## src/dw_upsizer_pkg.sv

```systemverilog
// ***************************************************************************
// Data width upsizer shared definitions
// ***************************************************************************
`default_nettype none

package dw_upsizer_pkg;

  localparam int unsigned NarrowDataWidth = 32;
  localparam int unsigned WideDataWidth   = 64;
  localparam int unsigned NarrowStrbWidth = 4;
  localparam int unsigned WideStrbWidth   = 8;
  localparam int unsigned NarrowMaxSize   = 2;
  localparam int unsigned WideMaxSize     = 3;
  localparam int unsigned AddrWidth       = 16;
  localparam int unsigned IdWidth         = 4;

  typedef logic [AddrWidth-1:0]       addr_t;
  typedef logic [IdWidth-1:0]         id_t;
  typedef logic [7:0]                 len_t;
  typedef logic [2:0]                 size_t;
  typedef logic [1:0]                 burst_t;
  typedef logic [3:0]                 cache_t;
  typedef logic [NarrowDataWidth-1:0] narrow_data_t;
  typedef logic [NarrowStrbWidth-1:0] narrow_strb_t;
  typedef logic [WideDataWidth-1:0]   wide_data_t;
  typedef logic [WideStrbWidth-1:0]   wide_strb_t;
  typedef logic [1:0]                 resp_t;

  localparam burst_t BurstFixed = 2'd0;
  localparam burst_t BurstIncr  = 2'd1;

  typedef struct packed {
    id_t    id;
    addr_t  addr;
    len_t   len;
    size_t  size;
    burst_t burst;
    cache_t cache;
  } ax_chan_t;

  typedef struct packed {
    narrow_data_t data;
    narrow_strb_t strb;
    logic         last;
  } narrow_w_chan_t;

  typedef struct packed {
    wide_data_t data;
    wide_strb_t strb;
    logic       last;
  } wide_w_chan_t;

  typedef struct packed {
    id_t   id;
    resp_t resp;
  } b_chan_t;

  typedef struct packed {
    id_t          id;
    narrow_data_t data;
    resp_t        resp;
    logic         last;
  } narrow_r_chan_t;

  typedef struct packed {
    id_t        id;
    wide_data_t data;
    resp_t      resp;
    logic       last;
  } wide_r_chan_t;

  typedef struct packed {
    ax_chan_t       aw;
    logic           aw_valid;
    narrow_w_chan_t w;
    logic           w_valid;
    logic           b_ready;
    ax_chan_t       ar;
    logic           ar_valid;
    logic           r_ready;
  } narrow_req_t;

  typedef struct packed {
    logic           aw_ready;
    logic           w_ready;
    b_chan_t        b;
    logic           b_valid;
    logic           ar_ready;
    narrow_r_chan_t r;
    logic           r_valid;
  } narrow_resp_t;

  typedef struct packed {
    ax_chan_t     aw;
    logic         aw_valid;
    wide_w_chan_t w;
    logic         w_valid;
    logic         b_ready;
    ax_chan_t     ar;
    logic         ar_valid;
    logic         r_ready;
  } wide_req_t;

  typedef struct packed {
    logic         aw_ready;
    logic         w_ready;
    b_chan_t      b;
    logic         b_valid;
    logic         ar_ready;
    wide_r_chan_t r;
    logic         r_valid;
  } wide_resp_t;

  typedef enum logic {
    ModePass,
    ModeUpsize
  } burst_mode_e;

  typedef enum logic [1:0] {
    WIdle,
    WPass,
    WUpsize
  } w_state_e;

  typedef enum logic [1:0] {
    RIdle,
    RPass,
    RUpsize
  } r_state_e;

  // Clear the address bits below the given size
  function automatic addr_t aligned_addr(addr_t addr, size_t size);
    return addr & ~((addr_t'(1) << size) - addr_t'(1));
  endfunction

  function automatic logic is_modifiable(cache_t cache);
    return cache[1];
  endfunction

  // Address of the following beat of a burst
  function automatic addr_t next_beat_addr(addr_t addr, size_t size, burst_t burst);
    if (burst == BurstFixed) begin
      return addr;
    end
    return aligned_addr(addr, size) + (addr_t'(1) << size);
  endfunction

endpackage

`default_nettype wire

```

## src/dw_burst_planner.sv

```systemverilog
// ***************************************************************************
// Burst planner
// ***************************************************************************
`default_nettype none

module dw_burst_planner
  import dw_upsizer_pkg::*;
(
  input  ax_chan_t    req_i,
  output ax_chan_t    req_o,
  output burst_mode_e mode_o
);

  addr_t start_addr;
  addr_t end_addr;
  logic  upsize;

  // Wide-aligned first and last byte addresses of the burst
  assign start_addr = aligned_addr(req_i.addr, size_t'(WideMaxSize));
  assign end_addr   = aligned_addr(aligned_addr(req_i.addr, req_i.size) +
                                   (addr_t'(req_i.len) << req_i.size),
                                   size_t'(WideMaxSize));

  // Single beats gain nothing from repacking
  assign upsize = (req_i.burst == BurstIncr) && is_modifiable(req_i.cache) &&
                  (req_i.len != '0);

  always_comb begin
    req_o  = req_i;
    mode_o = ModePass;
    if (upsize) begin
      req_o.len  = len_t'((end_addr - start_addr) >> WideMaxSize);
      req_o.size = size_t'(WideMaxSize);
      mode_o     = ModeUpsize;
    end
  end

  always_comb begin
    a_size_fits: assert (req_o.size <= size_t'(WideMaxSize))
      else $error("planned size exceeds the wide port");
  end

endmodule

`default_nettype wire

```

## src/dw_write_upsizer.sv

```systemverilog
// ***************************************************************************
// Write path upsizer
// ***************************************************************************
`default_nettype none

module dw_write_upsizer
  import dw_upsizer_pkg::*;
(
  input  logic           clk_i,
  input  logic           rst_ni,
  input  ax_chan_t       aw_i,
  input  logic           aw_valid_i,
  output logic           aw_ready_o,
  input  narrow_w_chan_t w_i,
  input  logic           w_valid_i,
  output logic           w_ready_o,
  output ax_chan_t       mst_aw_o,
  output logic           mst_aw_valid_o,
  input  logic           mst_aw_ready_i,
  output wide_w_chan_t   mst_w_o,
  output logic           mst_w_valid_o,
  input  logic           mst_w_ready_i
);

  w_state_e     w_state_q, w_state_d;
  logic         init_q;
  ax_chan_t     aw_q, aw_d;
  logic         aw_valid_q, aw_valid_d;
  size_t        orig_size_q, orig_size_d;
  len_t         len_q, len_d;
  addr_t        addr_q, addr_d;
  wide_w_chan_t w_q, w_d;
  logic         w_valid_q, w_valid_d;

  ax_chan_t     aw_planned;
  burst_mode_e  aw_mode;
  addr_t        addr_next;
  addr_t        beat_base;
  logic [2:0]   lane_lo;
  logic [2:0]   lane_hi;
  logic         crosses;

  dw_burst_planner i_planner (
    .req_i  (aw_i),
    .req_o  (aw_planned),
    .mode_o (aw_mode)
  );

  assign addr_next = next_beat_addr(addr_q, orig_size_q, aw_q.burst);
  assign crosses   = aligned_addr(addr_next, size_t'(WideMaxSize)) !=
                     aligned_addr(addr_q, size_t'(WideMaxSize));

  // Byte window of the current narrow beat
  assign beat_base = aligned_addr(addr_q, orig_size_q);
  assign lane_lo   = {1'b0, addr_q[1:0]};
  assign lane_hi   = {1'b0, beat_base[1:0]} + (3'd1 << orig_size_q);

  assign aw_ready_o     = init_q && (w_state_q == WIdle);
  assign mst_aw_o       = aw_q;
  assign mst_aw_valid_o = aw_valid_q;
  assign mst_w_o        = w_q;
  assign mst_w_valid_o  = w_valid_q;

  // Narrow data only after the wide AW went out, and never past the last beat
  assign w_ready_o = (w_state_q != WIdle) && !aw_valid_q &&
                     (!w_valid_q || (mst_w_ready_i && !w_q.last));

  always_comb begin
    w_state_d   = w_state_q;
    aw_d        = aw_q;
    aw_valid_d  = aw_valid_q;
    orig_size_d = orig_size_q;
    len_d       = len_q;
    addr_d      = addr_q;
    w_d         = w_q;
    w_valid_d   = w_valid_q;

    if (aw_valid_q && mst_aw_ready_i) begin
      aw_valid_d = 1'b0;
    end

    // Wide beat taken, start a fresh word
    if (w_valid_q && mst_w_ready_i) begin
      w_d       = '0;
      w_valid_d = 1'b0;
      if (w_q.last) begin
        w_state_d = WIdle;
      end
    end

    if (w_valid_i && w_ready_o) begin
      for (int n = 0; n < NarrowStrbWidth; n++) begin
        if (3'(n) >= lane_lo && 3'(n) < lane_hi) begin
          w_d.data[8*n + NarrowDataWidth*int'(addr_q[NarrowMaxSize]) +: 8] =
            w_i.data[8*n +: 8];
          w_d.strb[n + NarrowStrbWidth*int'(addr_q[NarrowMaxSize])] = w_i.strb[n];
        end
      end
      w_d.last = (len_q == '0);
      len_d    = len_q - 1'b1;
      addr_d   = addr_next;
      if (w_state_q == WPass || len_q == '0 || crosses) begin
        w_valid_d = 1'b1;
      end
    end

    if (aw_valid_i && aw_ready_o) begin
      aw_d        = aw_planned;
      aw_valid_d  = 1'b1;
      orig_size_d = aw_i.size;
      len_d       = aw_i.len;
      addr_d      = aw_i.addr;
      w_d         = '0;
      w_valid_d   = 1'b0;
      w_state_d   = (aw_mode == ModeUpsize) ? WUpsize : WPass;
    end
  end

  always_ff @(posedge clk_i or negedge rst_ni) begin
    if (!rst_ni) begin
      w_state_q  <= WIdle;
      init_q     <= 1'b0;
      aw_valid_q <= 1'b0;
      w_valid_q  <= 1'b0;
    end else begin
      w_state_q  <= w_state_d;
      init_q     <= 1'b1;
      aw_valid_q <= aw_valid_d;
      w_valid_q  <= w_valid_d;
    end
  end

  always_ff @(posedge clk_i) begin
    aw_q        <= aw_d;
    orig_size_q <= orig_size_d;
    len_q       <= len_d;
    addr_q      <= addr_d;
    w_q         <= w_d;
  end

  a_w_after_aw: assert property (@(posedge clk_i) disable iff (!rst_ni)
    mst_w_valid_o |-> !mst_aw_valid_o);

endmodule

`default_nettype wire

```

## src/dw_read_upsizer.sv

```systemverilog
// ***************************************************************************
// Read path upsizer
// ***************************************************************************
`default_nettype none

module dw_read_upsizer
  import dw_upsizer_pkg::*;
(
  input  logic           clk_i,
  input  logic           rst_ni,
  input  ax_chan_t       ar_i,
  input  logic           ar_valid_i,
  output logic           ar_ready_o,
  output narrow_r_chan_t r_o,
  output logic           r_valid_o,
  input  logic           r_ready_i,
  output ax_chan_t       mst_ar_o,
  output logic           mst_ar_valid_o,
  input  logic           mst_ar_ready_i,
  input  wide_r_chan_t   mst_r_i,
  input  logic           mst_r_valid_i,
  output logic           mst_r_ready_o
);

  r_state_e    r_state_q, r_state_d;
  logic        init_q;
  ax_chan_t    ar_q, ar_d;
  logic        ar_valid_q, ar_valid_d;
  size_t       orig_size_q, orig_size_d;
  len_t        len_q, len_d;
  addr_t       addr_q, addr_d;

  ax_chan_t    ar_planned;
  burst_mode_e ar_mode;
  addr_t       addr_next;
  addr_t       beat_base;
  logic [2:0]  lane_lo;
  logic [2:0]  lane_hi;
  logic        crosses;
  logic        r_hs;

  dw_burst_planner i_planner (
    .req_i  (ar_i),
    .req_o  (ar_planned),
    .mode_o (ar_mode)
  );

  assign addr_next = next_beat_addr(addr_q, orig_size_q, ar_q.burst);
  assign crosses   = aligned_addr(addr_next, size_t'(WideMaxSize)) !=
                     aligned_addr(addr_q, size_t'(WideMaxSize));
  assign beat_base = aligned_addr(addr_q, orig_size_q);
  assign lane_lo   = {1'b0, addr_q[1:0]};
  assign lane_hi   = {1'b0, beat_base[1:0]} + (3'd1 << orig_size_q);

  assign ar_ready_o     = init_q && (r_state_q == RIdle);
  assign mst_ar_o       = ar_q;
  assign mst_ar_valid_o = ar_valid_q;

  // R is combinational once the wide AR is out
  assign r_valid_o = (r_state_q != RIdle) && !ar_valid_q && mst_r_valid_i;
  assign r_hs      = r_valid_o && r_ready_i;

  // Release the wide beat after its last narrow slice
  assign mst_r_ready_o = r_hs && (r_state_q == RPass || crosses || len_q == '0);

  always_comb begin
    r_o      = '0;
    r_o.id   = mst_r_i.id;
    r_o.resp = mst_r_i.resp;
    r_o.last = mst_r_i.last && (len_q == '0);
    // Lane steering from the addressed half of the wide word
    for (int n = 0; n < NarrowStrbWidth; n++) begin
      if (3'(n) >= lane_lo && 3'(n) < lane_hi) begin
        r_o.data[8*n +: 8] =
          mst_r_i.data[8*n + NarrowDataWidth*int'(addr_q[NarrowMaxSize]) +: 8];
      end
    end
  end

  always_comb begin
    r_state_d   = r_state_q;
    ar_d        = ar_q;
    ar_valid_d  = ar_valid_q;
    orig_size_d = orig_size_q;
    len_d       = len_q;
    addr_d      = addr_q;

    if (ar_valid_q && mst_ar_ready_i) begin
      ar_valid_d = 1'b0;
    end

    if (r_hs) begin
      len_d  = len_q - 1'b1;
      addr_d = addr_next;
      if (len_q == '0) begin
        r_state_d = RIdle;
      end
    end

    if (ar_valid_i && ar_ready_o) begin
      ar_d        = ar_planned;
      ar_valid_d  = 1'b1;
      orig_size_d = ar_i.size;
      len_d       = ar_i.len;
      addr_d      = ar_i.addr;
      r_state_d   = (ar_mode == ModeUpsize) ? RUpsize : RPass;
    end
  end

  always_ff @(posedge clk_i or negedge rst_ni) begin
    if (!rst_ni) begin
      r_state_q  <= RIdle;
      init_q     <= 1'b0;
      ar_valid_q <= 1'b0;
    end else begin
      r_state_q  <= r_state_d;
      init_q     <= 1'b1;
      ar_valid_q <= ar_valid_d;
    end
  end

  always_ff @(posedge clk_i) begin
    ar_q        <= ar_d;
    orig_size_q <= orig_size_d;
    len_q       <= len_d;
    addr_q      <= addr_d;
  end

  // Wide last is released together with the final narrow beat
  a_r_last_match: assert property (@(posedge clk_i) disable iff (!rst_ni)
    mst_r_ready_o |-> (mst_r_i.last == (len_q == '0)));

endmodule

`default_nettype wire

```

## src/dw_upsizer_top.sv

```systemverilog
// ***************************************************************************
// Data width upsizer top
// ***************************************************************************
`default_nettype none

module dw_upsizer_top
  import dw_upsizer_pkg::*;
(
  input  logic         clk_i,
  input  logic         rst_ni,
  input  narrow_req_t  slv_req_i,
  output narrow_resp_t slv_resp_o,
  output wide_req_t    mst_req_o,
  input  wide_resp_t   mst_resp_i
);

  dw_write_upsizer i_write (
    .clk_i          (clk_i),
    .rst_ni         (rst_ni),
    .aw_i           (slv_req_i.aw),
    .aw_valid_i     (slv_req_i.aw_valid),
    .aw_ready_o     (slv_resp_o.aw_ready),
    .w_i            (slv_req_i.w),
    .w_valid_i      (slv_req_i.w_valid),
    .w_ready_o      (slv_resp_o.w_ready),
    .mst_aw_o       (mst_req_o.aw),
    .mst_aw_valid_o (mst_req_o.aw_valid),
    .mst_aw_ready_i (mst_resp_i.aw_ready),
    .mst_w_o        (mst_req_o.w),
    .mst_w_valid_o  (mst_req_o.w_valid),
    .mst_w_ready_i  (mst_resp_i.w_ready)
  );

  dw_read_upsizer i_read (
    .clk_i          (clk_i),
    .rst_ni         (rst_ni),
    .ar_i           (slv_req_i.ar),
    .ar_valid_i     (slv_req_i.ar_valid),
    .ar_ready_o     (slv_resp_o.ar_ready),
    .r_o            (slv_resp_o.r),
    .r_valid_o      (slv_resp_o.r_valid),
    .r_ready_i      (slv_req_i.r_ready),
    .mst_ar_o       (mst_req_o.ar),
    .mst_ar_valid_o (mst_req_o.ar_valid),
    .mst_ar_ready_i (mst_resp_i.ar_ready),
    .mst_r_i        (mst_resp_i.r),
    .mst_r_valid_i  (mst_resp_i.r_valid),
    .mst_r_ready_o  (mst_req_o.r_ready)
  );

  // B needs no conversion
  assign slv_resp_o.b       = mst_resp_i.b;
  assign slv_resp_o.b_valid = mst_resp_i.b_valid;
  assign mst_req_o.b_ready  = slv_req_i.b_ready;

endmodule

`default_nettype wire

```

## config.mk

```make
export PLATFORM = sky130hd
export DESIGN_NAME = dw_upsizer_top
export DESIGN_NICKNAME = d
export VERILOG_FILES = /design/src/dw_upsizer_pkg.sv /design/src/dw_burst_planner.sv /design/src/dw_write_upsizer.sv /design/src/dw_read_upsizer.sv /design/src/dw_upsizer_top.sv
export SDC_FILE = /design/constraint.sdc
export NUM_CORES = 1
export LEC_CHECK = 0
export BUFFER_PORTS_ARGS = -buffer_cell sky130_fd_sc_hd__clkbuf_2
export CAP_MARGIN = 20
export CORE_ASPECT_RATIO = 0.9
export CORE_MARGIN = 10
export CORE_UTILIZATION = 25
export DETAILED_ROUTE_END_ITERATION = 8
export PLACE_DENSITY_LB_ADDON = 0.2
export REMOVE_ABC_BUFFERS = 1
export SETUP_SLACK_MARGIN = 0.5
export SYNTH_ARGS = -nofsm -noshare
export SYNTH_HDL_FRONTEND = slang
export SYNTH_SLANG_ARGS = --single-unit
```

## constraint.sdc

```tcl
create_clock -name clk_i -period 6.2 [get_ports clk_i]
set_input_delay 0.62 -clock clk_i [delete_from_list [all_inputs] [get_ports clk_i]]
set_output_delay 0.62 -clock clk_i [all_outputs]
set_load 0.005 [all_outputs]
```

== Word-level counts from Yosys, hierarchy flattened ==
Cells that the tools add are included.
Widths: inputs -> output; s select.

* Reductions and logical operators: 63
* Add/sub/neg operators: 27
* Equality and inequality tests: 8
* Bitwise logic cells: 8
* Shifts and indexed selects: 20
* Order comparisons: 24
* Multiplexer cells: 63

{| class="wikitable"
|+ Operators by type and width
! operator !! count
|-
| $mux 72 || 7
|-
| $bwmux 64 || 4
|-
| $shift 8x34->64 const A || 4
|-
| $shiftx 8x34->64 || 4
|-
| $shiftx 64x33->8 || 3
|-
| $mux 73 || 2
|-
| $mux 16 || 8
|-
| $neg 32->34 || 3
|-
| $ge 32x1->1 const B || 3
|-
| $lt 32x4->1 const B || 3
|-
| $mux 8 || 8
|-
| $shiftx 64x7->8 || 1
|-
| $neg 6->34 || 1
|-
| $add 16x16->16 || 2
|-
| $and 16x16->16 || 2
|-
| $bwmux 8 || 4
|-
| $logic_and 1x1->1 || 32
|-
| $not 16->16 || 2
|-
| $shl 1x3->16 const A || 2
|-
| $sub 16x1->16 const B || 2
|-
| $add 5x6->7 const A || 4
|-
| $ne 13x13->1 || 2
|-
| $add 11x11->11 || 2
|-
| $and 11x11->11 || 2
|-
| 31 further kinds || 106
|}

* Input port bits: 200
* Bits in registers: 209
* Word-level logic and storage cells: 242

== Depth between registers and ports, before layout ==
Gate-level depths: netlist (run 1).

* Depth after elaboration: 18
* Gate-level depth with buffers: 22

== Cells and area by module ==
Synthesis (run 1) repeated with hierarchy kept, for this count alone.

* Cells, all modules: 1,531
* Area, all modules: 13,606.8 sq um

{| class="wikitable"
|+ Modules (own cells, without submodules)
! module !! seq. area each (sq um) !! times used !! area each (sq um) !! cells an instance
|-
| dw_write_upsizer || 3,508.4 || 1 || 6,585.1 || 703
|-
| dw_read_upsizer || 2,021.9 || 1 || 4,279.1 || 435
|-
| dw_burst_planner (i_read.i_planner) || 0.0 || 1 || 1,347.5 || 192
|-
| dw_burst_planner (i_write.i_planner) || 0.0 || 1 || 1,335.0 || 193
|-
| dw_upsizer_top || 0.0 || 1 || 60.1 || 8
|}

== Least setup slack after synthesis (run 1) ==
No wires, ideal clock.

* Path kind: input to register
* From: input slv_req_i[9] (netlist name)
* To: register i_read.ar_q, in the netlist i_read.mst_ar_o[16] (data pin)
* Setup slack: 1.603 ns
* Data arrival time: 4.328 ns
* Data required time: 5.930 ns
* Setup time: 0.270 ns
* Stages on the path: 22
* Cell sequence: clkbuf_1 -> clkbuf_1 -> nor2_1 -> nand2_1 -> ha_1 -> clkbuf_1 -> xnor2_1 -> and2_1 -> ha_1 -> a21oi_1 -> o21bai_1 -> and2_1 -> o21a_1 -> nor2_1 -> ha_1 -> a21o_1 -> a21o_1 -> a21o_1 -> a31oi_1 -> xnor2_1 -> xnor2_1 -> a21oi_1

{| class="wikitable"
|+ RTL lines
! what !! line !! source
|-
| from (decl) || dw_upsizer_top.sv:11 || <nowiki>input narrow_req_t slv_req_i,</nowiki>
|-
| to (signal assigned) || dw_read_upsizer.sv:123 || <nowiki>ar_q <= ar_d;</nowiki>
|-
| to (decl) || dw_read_upsizer.sv:27 || <nowiki>ax_chan_t ar_q, ar_d;</nowiki>
|}

==> flow_metrics.env, run 1 <==
export IMPL_outcome="complete, no violations"
export IMPL_holdWs_ps=222.2
export IMPL_syn_area_mm2=0.01267
export IMPL_switching_power_w=0.001426
export IMPL_cts_hold_fix_buffers=1
export IMPL_pwr_share_comb_pct=23.9
export IMPL_wl_um=43910
export IMPL_critPathRequiredTime_ps=5580
export IMPL_setup_violations=0
export IMPL_cp_start_kind="flop"
export IMPL_layout_min_cycle_time_ps=5264
export IMPL_synth_seq_area_share_pct=43.44
export IMPL_power_density_mw_per_mm2=289.0
export IMPL_grt_antenna_before_repair=1
export IMPL_hold_viol_final=0
export IMPL_critical_path_class="flop to output pin"
export IMPL_drtPass1Iterations=5
export IMPL_crit_path_max_incr_delay_ps=650
export IMPL_path_cells="nor3_1, inv_1, ha_1, or4b_4, nor3b_2, o2111ai_1, and2_1, o21a_1, nand3_1, o31ai_1, a2111oi_0, a31oi_1, clkbuf_2"
export IMPL_nFillCells=5333
export IMPL_crit_cells=13
export IMPL_fmax_mhz=190.0
export IMPL_drt_vias_per_instance=4.727
export IMPL_ctsResizeCount=0
export IMPL_worst_r2r_cell_count=12
export IMPL_io_buffer_count=372
export IMPL_area_growth_pct=25.83
export IMPL_num_antenna_cells=0
export IMPL_ff2ff_setup_slack_ps=2270
export IMPL_maxCapViolCount=0
export IMPL_leakagePower_nw=6.675
export IMPL_tightest_slew_ps=974.8
export IMPL_drive_gt1_share_pct=27.44
export IMPL_crit_buf_inv=2
export IMPL_grt_start_max_net_pins=88
export IMPL_worst_r2r_endpoint="i_read.addr_q[13]$_DFFE_PP_"
export IMPL_mostFrequentLayoutCell="clkbuf_2"
export IMPL_seqPwrFrac_pct=40.0
export IMPL_cts_buffer_depth=3
export IMPL_cp_data_arrival_time_ps=4640
export IMPL_clockRootBuffer="clkbuf_16"
export IMPL_final_area_mm2=0.01595
export IMPL_synthArstFlopShare_pct=3.828
export IMPL_overflow=0
export IMPL_switching_share_pct=30.95
export IMPL_gp_congestion=0.8266
export IMPL_rsz0062_at_grt="no"
export IMPL_dieArea_mm2=0.06011
export IMPL_cts_made_buffers=28
export IMPL_grtUsageTotal_pct=13.80
export IMPL_fin_nets=1969
export IMPL_clkLatencyLatePin_ps=570
export IMPL_yosysWarnings=0
export IMPL_fin_setup_tns_ps=0
export IMPL_critPathTopFamily="simple AND/OR/NAND/NOR gates"
export IMPL_worst_clock_skew_ps=26.86
export IMPL_htreeDepth=1
export IMPL_syn_inst=1407
export IMPL_layout_common_cells="clkbuf_2, nand2_1, a21oi_1, edfxtp_1, nor2_1"
export IMPL_peakVddDrop_mv=0.1946
export IMPL_p_int_w=0.003182
export IMPL_cts_sinks=209
export IMPL_slew_headroom_pct=34.85
export IMPL_synth_distinct_cells=86
export IMPL_io_pins=402
export IMPL_routedWlPerCell_um=18.13
export IMPL_syn_avg_cell_area_um2=9.007
export IMPL_grt_pass1_vias=11553
export IMPL_die_w_um=257.3
export IMPL_drv_slew=0
export IMPL_worst_path_max_fanout=20
export IMPL_route_detailed_drc=0
export IMPL_pwr_share_clk_pct=36.1
export IMPL_die_y_um=233.6
export IMPL_hpwl_um=33330
export IMPL_clk_pin_slew_worst_paths_ps=60
export IMPL_synth_edff_count=128
export IMPL_grt_first_pass_wirelength_um=67260
export IMPL_vias=11448
export IMPL_post_route_period_util_pct=84.91
export IMPL_ys_ff_latch=209
export IMPL_endpoint="mst_req_o[0]"
export IMPL_cts_tree="built"
export IMPL_min_from="slv_req_i[112]"
export IMPL_drtIter0Drc=654
export IMPL_fp_row_count=78
export IMPL_post_cts_buffers=0
export IMPL_antenna_left=0
export IMPL_crit_path_top_delay_cell="edfxtp_1"
export IMPL_startpoint="i_read.orig_size_q[0]$_DFFE_PP_"
export IMPL_initial_utilization_pct=25.22
export IMPL_rr_startpoint="i_read.orig_size_q[0]$_DFFE_PP_"
export IMPL_coreArea_mm2=0.05026
export IMPL_dpl_cell_area_mm2=0.01498
export IMPL_ys_dominant_reg_cell="edfxtp_1"
export IMPL_end_kind="output pin"
export IMPL_hold_path_class="input port to flop"
-- cell type report --
| type | instances | area [um2] | area share, % |
|---|---|---|---|
| clock inverter | 12 | 150.1 | 0.9415 |
| clock buffer | 39 | 793.3 | 4.975 |
| timing repair buffer | 385 | 1957 | 12.27 |
| inverter | 39 | 148.9 | 0.9337 |
| tap | 680 | 850.8 | 5.335 |
| multi-input combinational | 1058 | 6541 | 41.02 |
| sequential | 209 | 5505 | 34.52 |
-- worst min path at each step --
stage	cells past startpoint	slack, ps	end
6_report	1	220	i_write.mst_aw_o[33]$_DFFE_PP_
5_1_grt	1	190	i_read.mst_ar_o[35]$_DFFE_PP_
4_1_cts	1	180	i_write.mst_aw_o[33]$_DFFE_PP_
3_5_place_dp	2	460	i_write.mst_w_o[21]$_SDFF_PP0_
3_3_place_gp	2	450	i_write.mst_w_o[55]$_SDFF_PP0_
2_1_floorplan	0	320	i_read.init_q$_DFF_PN0_
-- sequential cells by signal, indices dropped and copies added, names as in the netlist --
name and cells:
i_write.w_state_q 2, i_write.addr_q 16, i_read.orig_size_q 3, i_read.r_state_q 2
i_read.mst_ar_o 37, i_write.orig_size_q 3, i_read.mst_ar_valid_o 1, i_write.mst_aw_o 37
i_write.mst_w_valid_o 1, i_write.mst_aw_valid_o 1, i_read.addr_q 16, i_write.mst_w_o 73
i_write.len_q 8, i_read.len_q 8, i_read.init_q 1
-- Yosys cell counts, drive strengths merged, types with 10 or more instances --
cell type	count	area, um2
and3	18	117.6
edfxtp	128	3844
nand3	93	470.5
nor2	123	461.7
nor3	33	170.2
nand2b	12	75.07
clkbuf	69	260.2
nor2b	12	75.07
buf	32	227.7
mux2i	52	520.5
a21oi	131	659.4
nand2	203	767.0
and2	17	106.4
o21ai	63	322.8
xor2	24	210.2
ha	46	575.6
inv	38	142.6
nor4	10	68.81
mux2	23	259.0
a31oi	12	75.07
xnor2	48	420.4
a21o	17	127.6
dfxtp	73	1461
-- kinds of logic after synthesis --
group / count (synthesis) / synth area share [%]
flip-flops: 209 / 43.44
AND/OR/NAND/NOR: 558 / 20.59
XOR/XNOR: 72 / 4.976
adder cells (fa/ha/maj): 48 / 4.857
other: 1 / 0.02959
multiplexers: 75 / 6.151
AO/OA/AOI/OAI: 304 / 14.95
buffers and inverters: 140 / 5.005
-- power groups by stage --
stage	clock (W)	sequential (W)	combinational [W]
3_5_place_dp	0	0.00187	0.00111
3_3_place_gp	0	0.00186	0.00110
5_1_grt	0.00179	0.00187	0.00125
2_1_floorplan	0	0.00185	0.000693
6_report	0.00166	0.00184	0.00110
4_1_cts	0.00173	0.00184	0.00112
-- layer usage --
metal | share of wire [%] | vias to the layer above | global-route usage, %
met3 | 5.8 | 41 | 3.150
met5 | 0 | - | 0
met2 | 50 | 305 | 24.33
met1 | 42 | 5453 | 16.86
met4 | 1.6 | 0 | 3.104
li1 | - | 5649 | -
-- metrics by stage --
step | util (%) | power (W) | instances | setup WS (ps)
2_1_floorplan | - | 0.002540 | 1306 | 1978
3_3_place_gp | 29.78 | 0.002965 | 2366 | 1325
3_5_place_dp | 29.81 | 0.002981 | 2368 | 1276
4_1_cts | 31.70 | 0.004693 | 2420 | 938.9
5_1_grt | 31.73 | 0.004899 | 2422 | 646.1
6_report | 31.73 | 0.004608 | 2422 | 935.7
No activity file was read; power rests on OpenSTA's default activity.
==> inputs of run 2 (changes only) <==
clock period = 5.2 ns   (was 6.2 ns; I/O delays follow)
==> run 2 against run 1 <==
Critical endpoint unchanged. Via count rose by 0.83%. Global-route usage decreased by 0.12 points. Sequential share of layout area shrank 0.23 points. Clock-buffer cell count fell by 4. Worst setup slack worse by 240 ps. Largest cell class unchanged. Die area is the same. Worst hold slack got worse by 88 ps.
==> flow_metrics.env, run 2 (synthesized netlist as in run 1, its figures left out) <==
export IMPL_holdWs_ps=134.0
export IMPL_vias=11543
export IMPL_grt_first_pass_wirelength_um=66300
export IMPL_routedWlPerCell_um=18.03
export IMPL_rr_startpoint="i_write.orig_size_q[2]$_DFFE_PP_"
export IMPL_finalWorstSetupSlack_ps=698.1
export IMPL_slew_headroom_pct=30.08
export IMPL_dieArea_mm2=0.06011
export IMPL_hold_path_depth=2
export IMPL_preCtsSetupSlack_ps=576.5
export IMPL_path_cells="buf_4, and3_1, inv_1, ha_1, and2_1, ha_2, o311ai_0, a311oi_1, o2111ai_1, nor2_2, and3_1, xnor2_1, a21oi_1, a31oi_1, clkbuf_2"
export IMPL_worst_r2r_cell_count=12
export IMPL_drtIter0Drc=641
export IMPL_ff2ff_setup_slack_ps=1460
export IMPL_htreeDepth=1
export IMPL_fin_nets=1988
export IMPL_setup_violations=0
export IMPL_grt_antenna_before_repair=1
export IMPL_worst_r2r_endpoint="i_write.mst_w_valid_o$_DFF_PN0_"
export IMPL_crit_path_max_incr_delay_ps=430
export IMPL_layout_common_cells="clkbuf_2, nand2_1, a21oi_1, edfxtp_1, nor2_1"
export IMPL_cp_data_arrival_time_ps=3980
export IMPL_fin_setup_tns_ps=0
export IMPL_hold_viol_final=0
export IMPL_clockRootBuffer="clkbuf_16"
export IMPL_io_buffer_count=372
export IMPL_critPathRequiredTime_ps=4680
export IMPL_fmax_mhz=222.1
export IMPL_crit_path_frequent_cell="and3_1"
export IMPL_cp_start_kind="flop"
export IMPL_clk_pin_slew_worst_paths_ps=60
export IMPL_largest_register_ff_count=73
export IMPL_initial_utilization_pct=25.22
export IMPL_power_density_mw_per_mm2=333.5
export IMPL_coreArea_mm2=0.05026
export IMPL_clkLatencyLatePin_ps=570
export IMPL_antenna_left=0
export IMPL_fp_row_count=78
export IMPL_min_from="mst_resp_i[81]"
export IMPL_drv_slew=0
export IMPL_drive_gt1_share_pct=28.60
export IMPL_grt_start_max_net_pins=96
export IMPL_die_y_um=233.6
export IMPL_end_kind="output pin"
export IMPL_die_w_um=257.3
export IMPL_drt_vias_per_instance=4.733
export IMPL_cts_made_buffers=27
export IMPL_hpwl_um=33690
export IMPL_hold_path_endpoint="i_write.mst_aw_valid_o$_DFFE_PN0P_"
export IMPL_outcome="complete, no violations"
export IMPL_gp_congestion=0.8363
export IMPL_layout_min_cycle_time_ps=4502
export IMPL_critical_path_class="flop to output pin"
export IMPL_leakagePower_nw=6.732
export IMPL_drtPass1Iterations=6
export IMPL_post_route_period_util_pct=86.58
export IMPL_area_growth_pct=26.66
export IMPL_cts_tree="built"
export IMPL_place_inst=2378
export IMPL_io_pins=402
export IMPL_route_detailed_drc=0
export IMPL_cts_sinks=209
export IMPL_mostFrequentLayoutCell="clkbuf_2"
export IMPL_startpoint="i_read.orig_size_q[1]$_DFFE_PP_"
export IMPL_worst_path_max_fanout=15
export IMPL_hold_path_class="input port to flop"
export IMPL_rsz0062_at_grt="no"
export IMPL_grtUsageTotal_pct=13.68
export IMPL_maxCapViolCount=0
export IMPL_crit_path_top_delay_cell="a311oi_1"
export IMPL_peakVddDrop_mv=0.2509
export IMPL_cts_buffer_depth=3
export IMPL_overflow=0
export IMPL_tightest_slew_ps=1049
export IMPL_fin_cells=2439
export IMPL_worst_clock_skew_ps=25.41
export IMPL_num_antenna_cells=0
export IMPL_wl_um=43970
export IMPL_grt_pass1_vias=11475
run 2: critical path, delay by kind of cell (launching register included):
kind | cells | cell delay (ps)
flip-flops | 1 | 390
adder cells (fa/ha/maj) | 2 | 660
AO/OA/AOI/OAI | 5 | 1040
AND/OR/NAND/NOR | 4 | 760
XOR/XNOR | 1 | 130
buffers and inverters | 3 | 440
run 2: cell type report:
type | count | area, um2
fillers | 5301 | 34210
multi-input cells | 1058 | 6586
flip-flops and latches | 209 | 5505
repair buffers | 405 | 2111
well taps | 680 | 850.8
clock buffers | 35 | 737.0
inverters | 39 | 148.9
clock inverters | 13 | 112.6
run 2: what timing repair did:
item,CTS,global route
resized for setup,6,5
setup endpoints to repair,1,1
pin swaps,2,4
setup buffers,3,5
hold endpoints to repair,8,0
hold buffers,1,0
run 2: how the worst max path moves through the flow:
stage                                    endpoint  slack, ps  cells after the start
CTS                                  mst_req_o[0]        500                     15
global route                         mst_req_o[0]        500                     15
detailed placement  i_read.mst_ar_o[16]$_DFFE_PP_        580                     19
global placement    i_read.mst_ar_o[16]$_DFFE_PP_        560                     19
finish                               mst_req_o[0]        700                     15
floorplan           i_read.mst_ar_o[16]$_DFFE_PP_       1080                     18
run 2: through the flow:
stage	util, %	cell area, um2	total power, W
final	31.94	16050	0.005352
after global placement	29.96	15060	0.003544
after detailed placement	29.96	15060	0.003562
after floorplan	-	12190	0.003029
after CTS	31.76	15960	0.005443
after global routing	31.94	16050	0.005682
run 2: power by group:
| group | total [W] | leakage (nW) | internal (W) | switching [W] |
|---|---|---|---|---|
| sequential | 0.00219 | 1.87 | 0.00202 | 0.000171 |
| combinational | 0.00133 | 4.45 | 0.000577 | 0.000756 |
| clock | 0.00183 | 0.413 | 0.00105 | 0.000778 |
| total | 0.00535 | 6.73 | 0.00365 | 0.00171 |
run 2: routing by layer:
metal / global-route usage, % / vias up / wire length, um
li1: - / 5688 / -
met1: 16.66 / 5487 / 18600
met2: 24.11 / 317 / 22070
met3: 3.042 / 51 / 2353
met4: 3.361 / 0 / 942
met5: 0 / - / 0
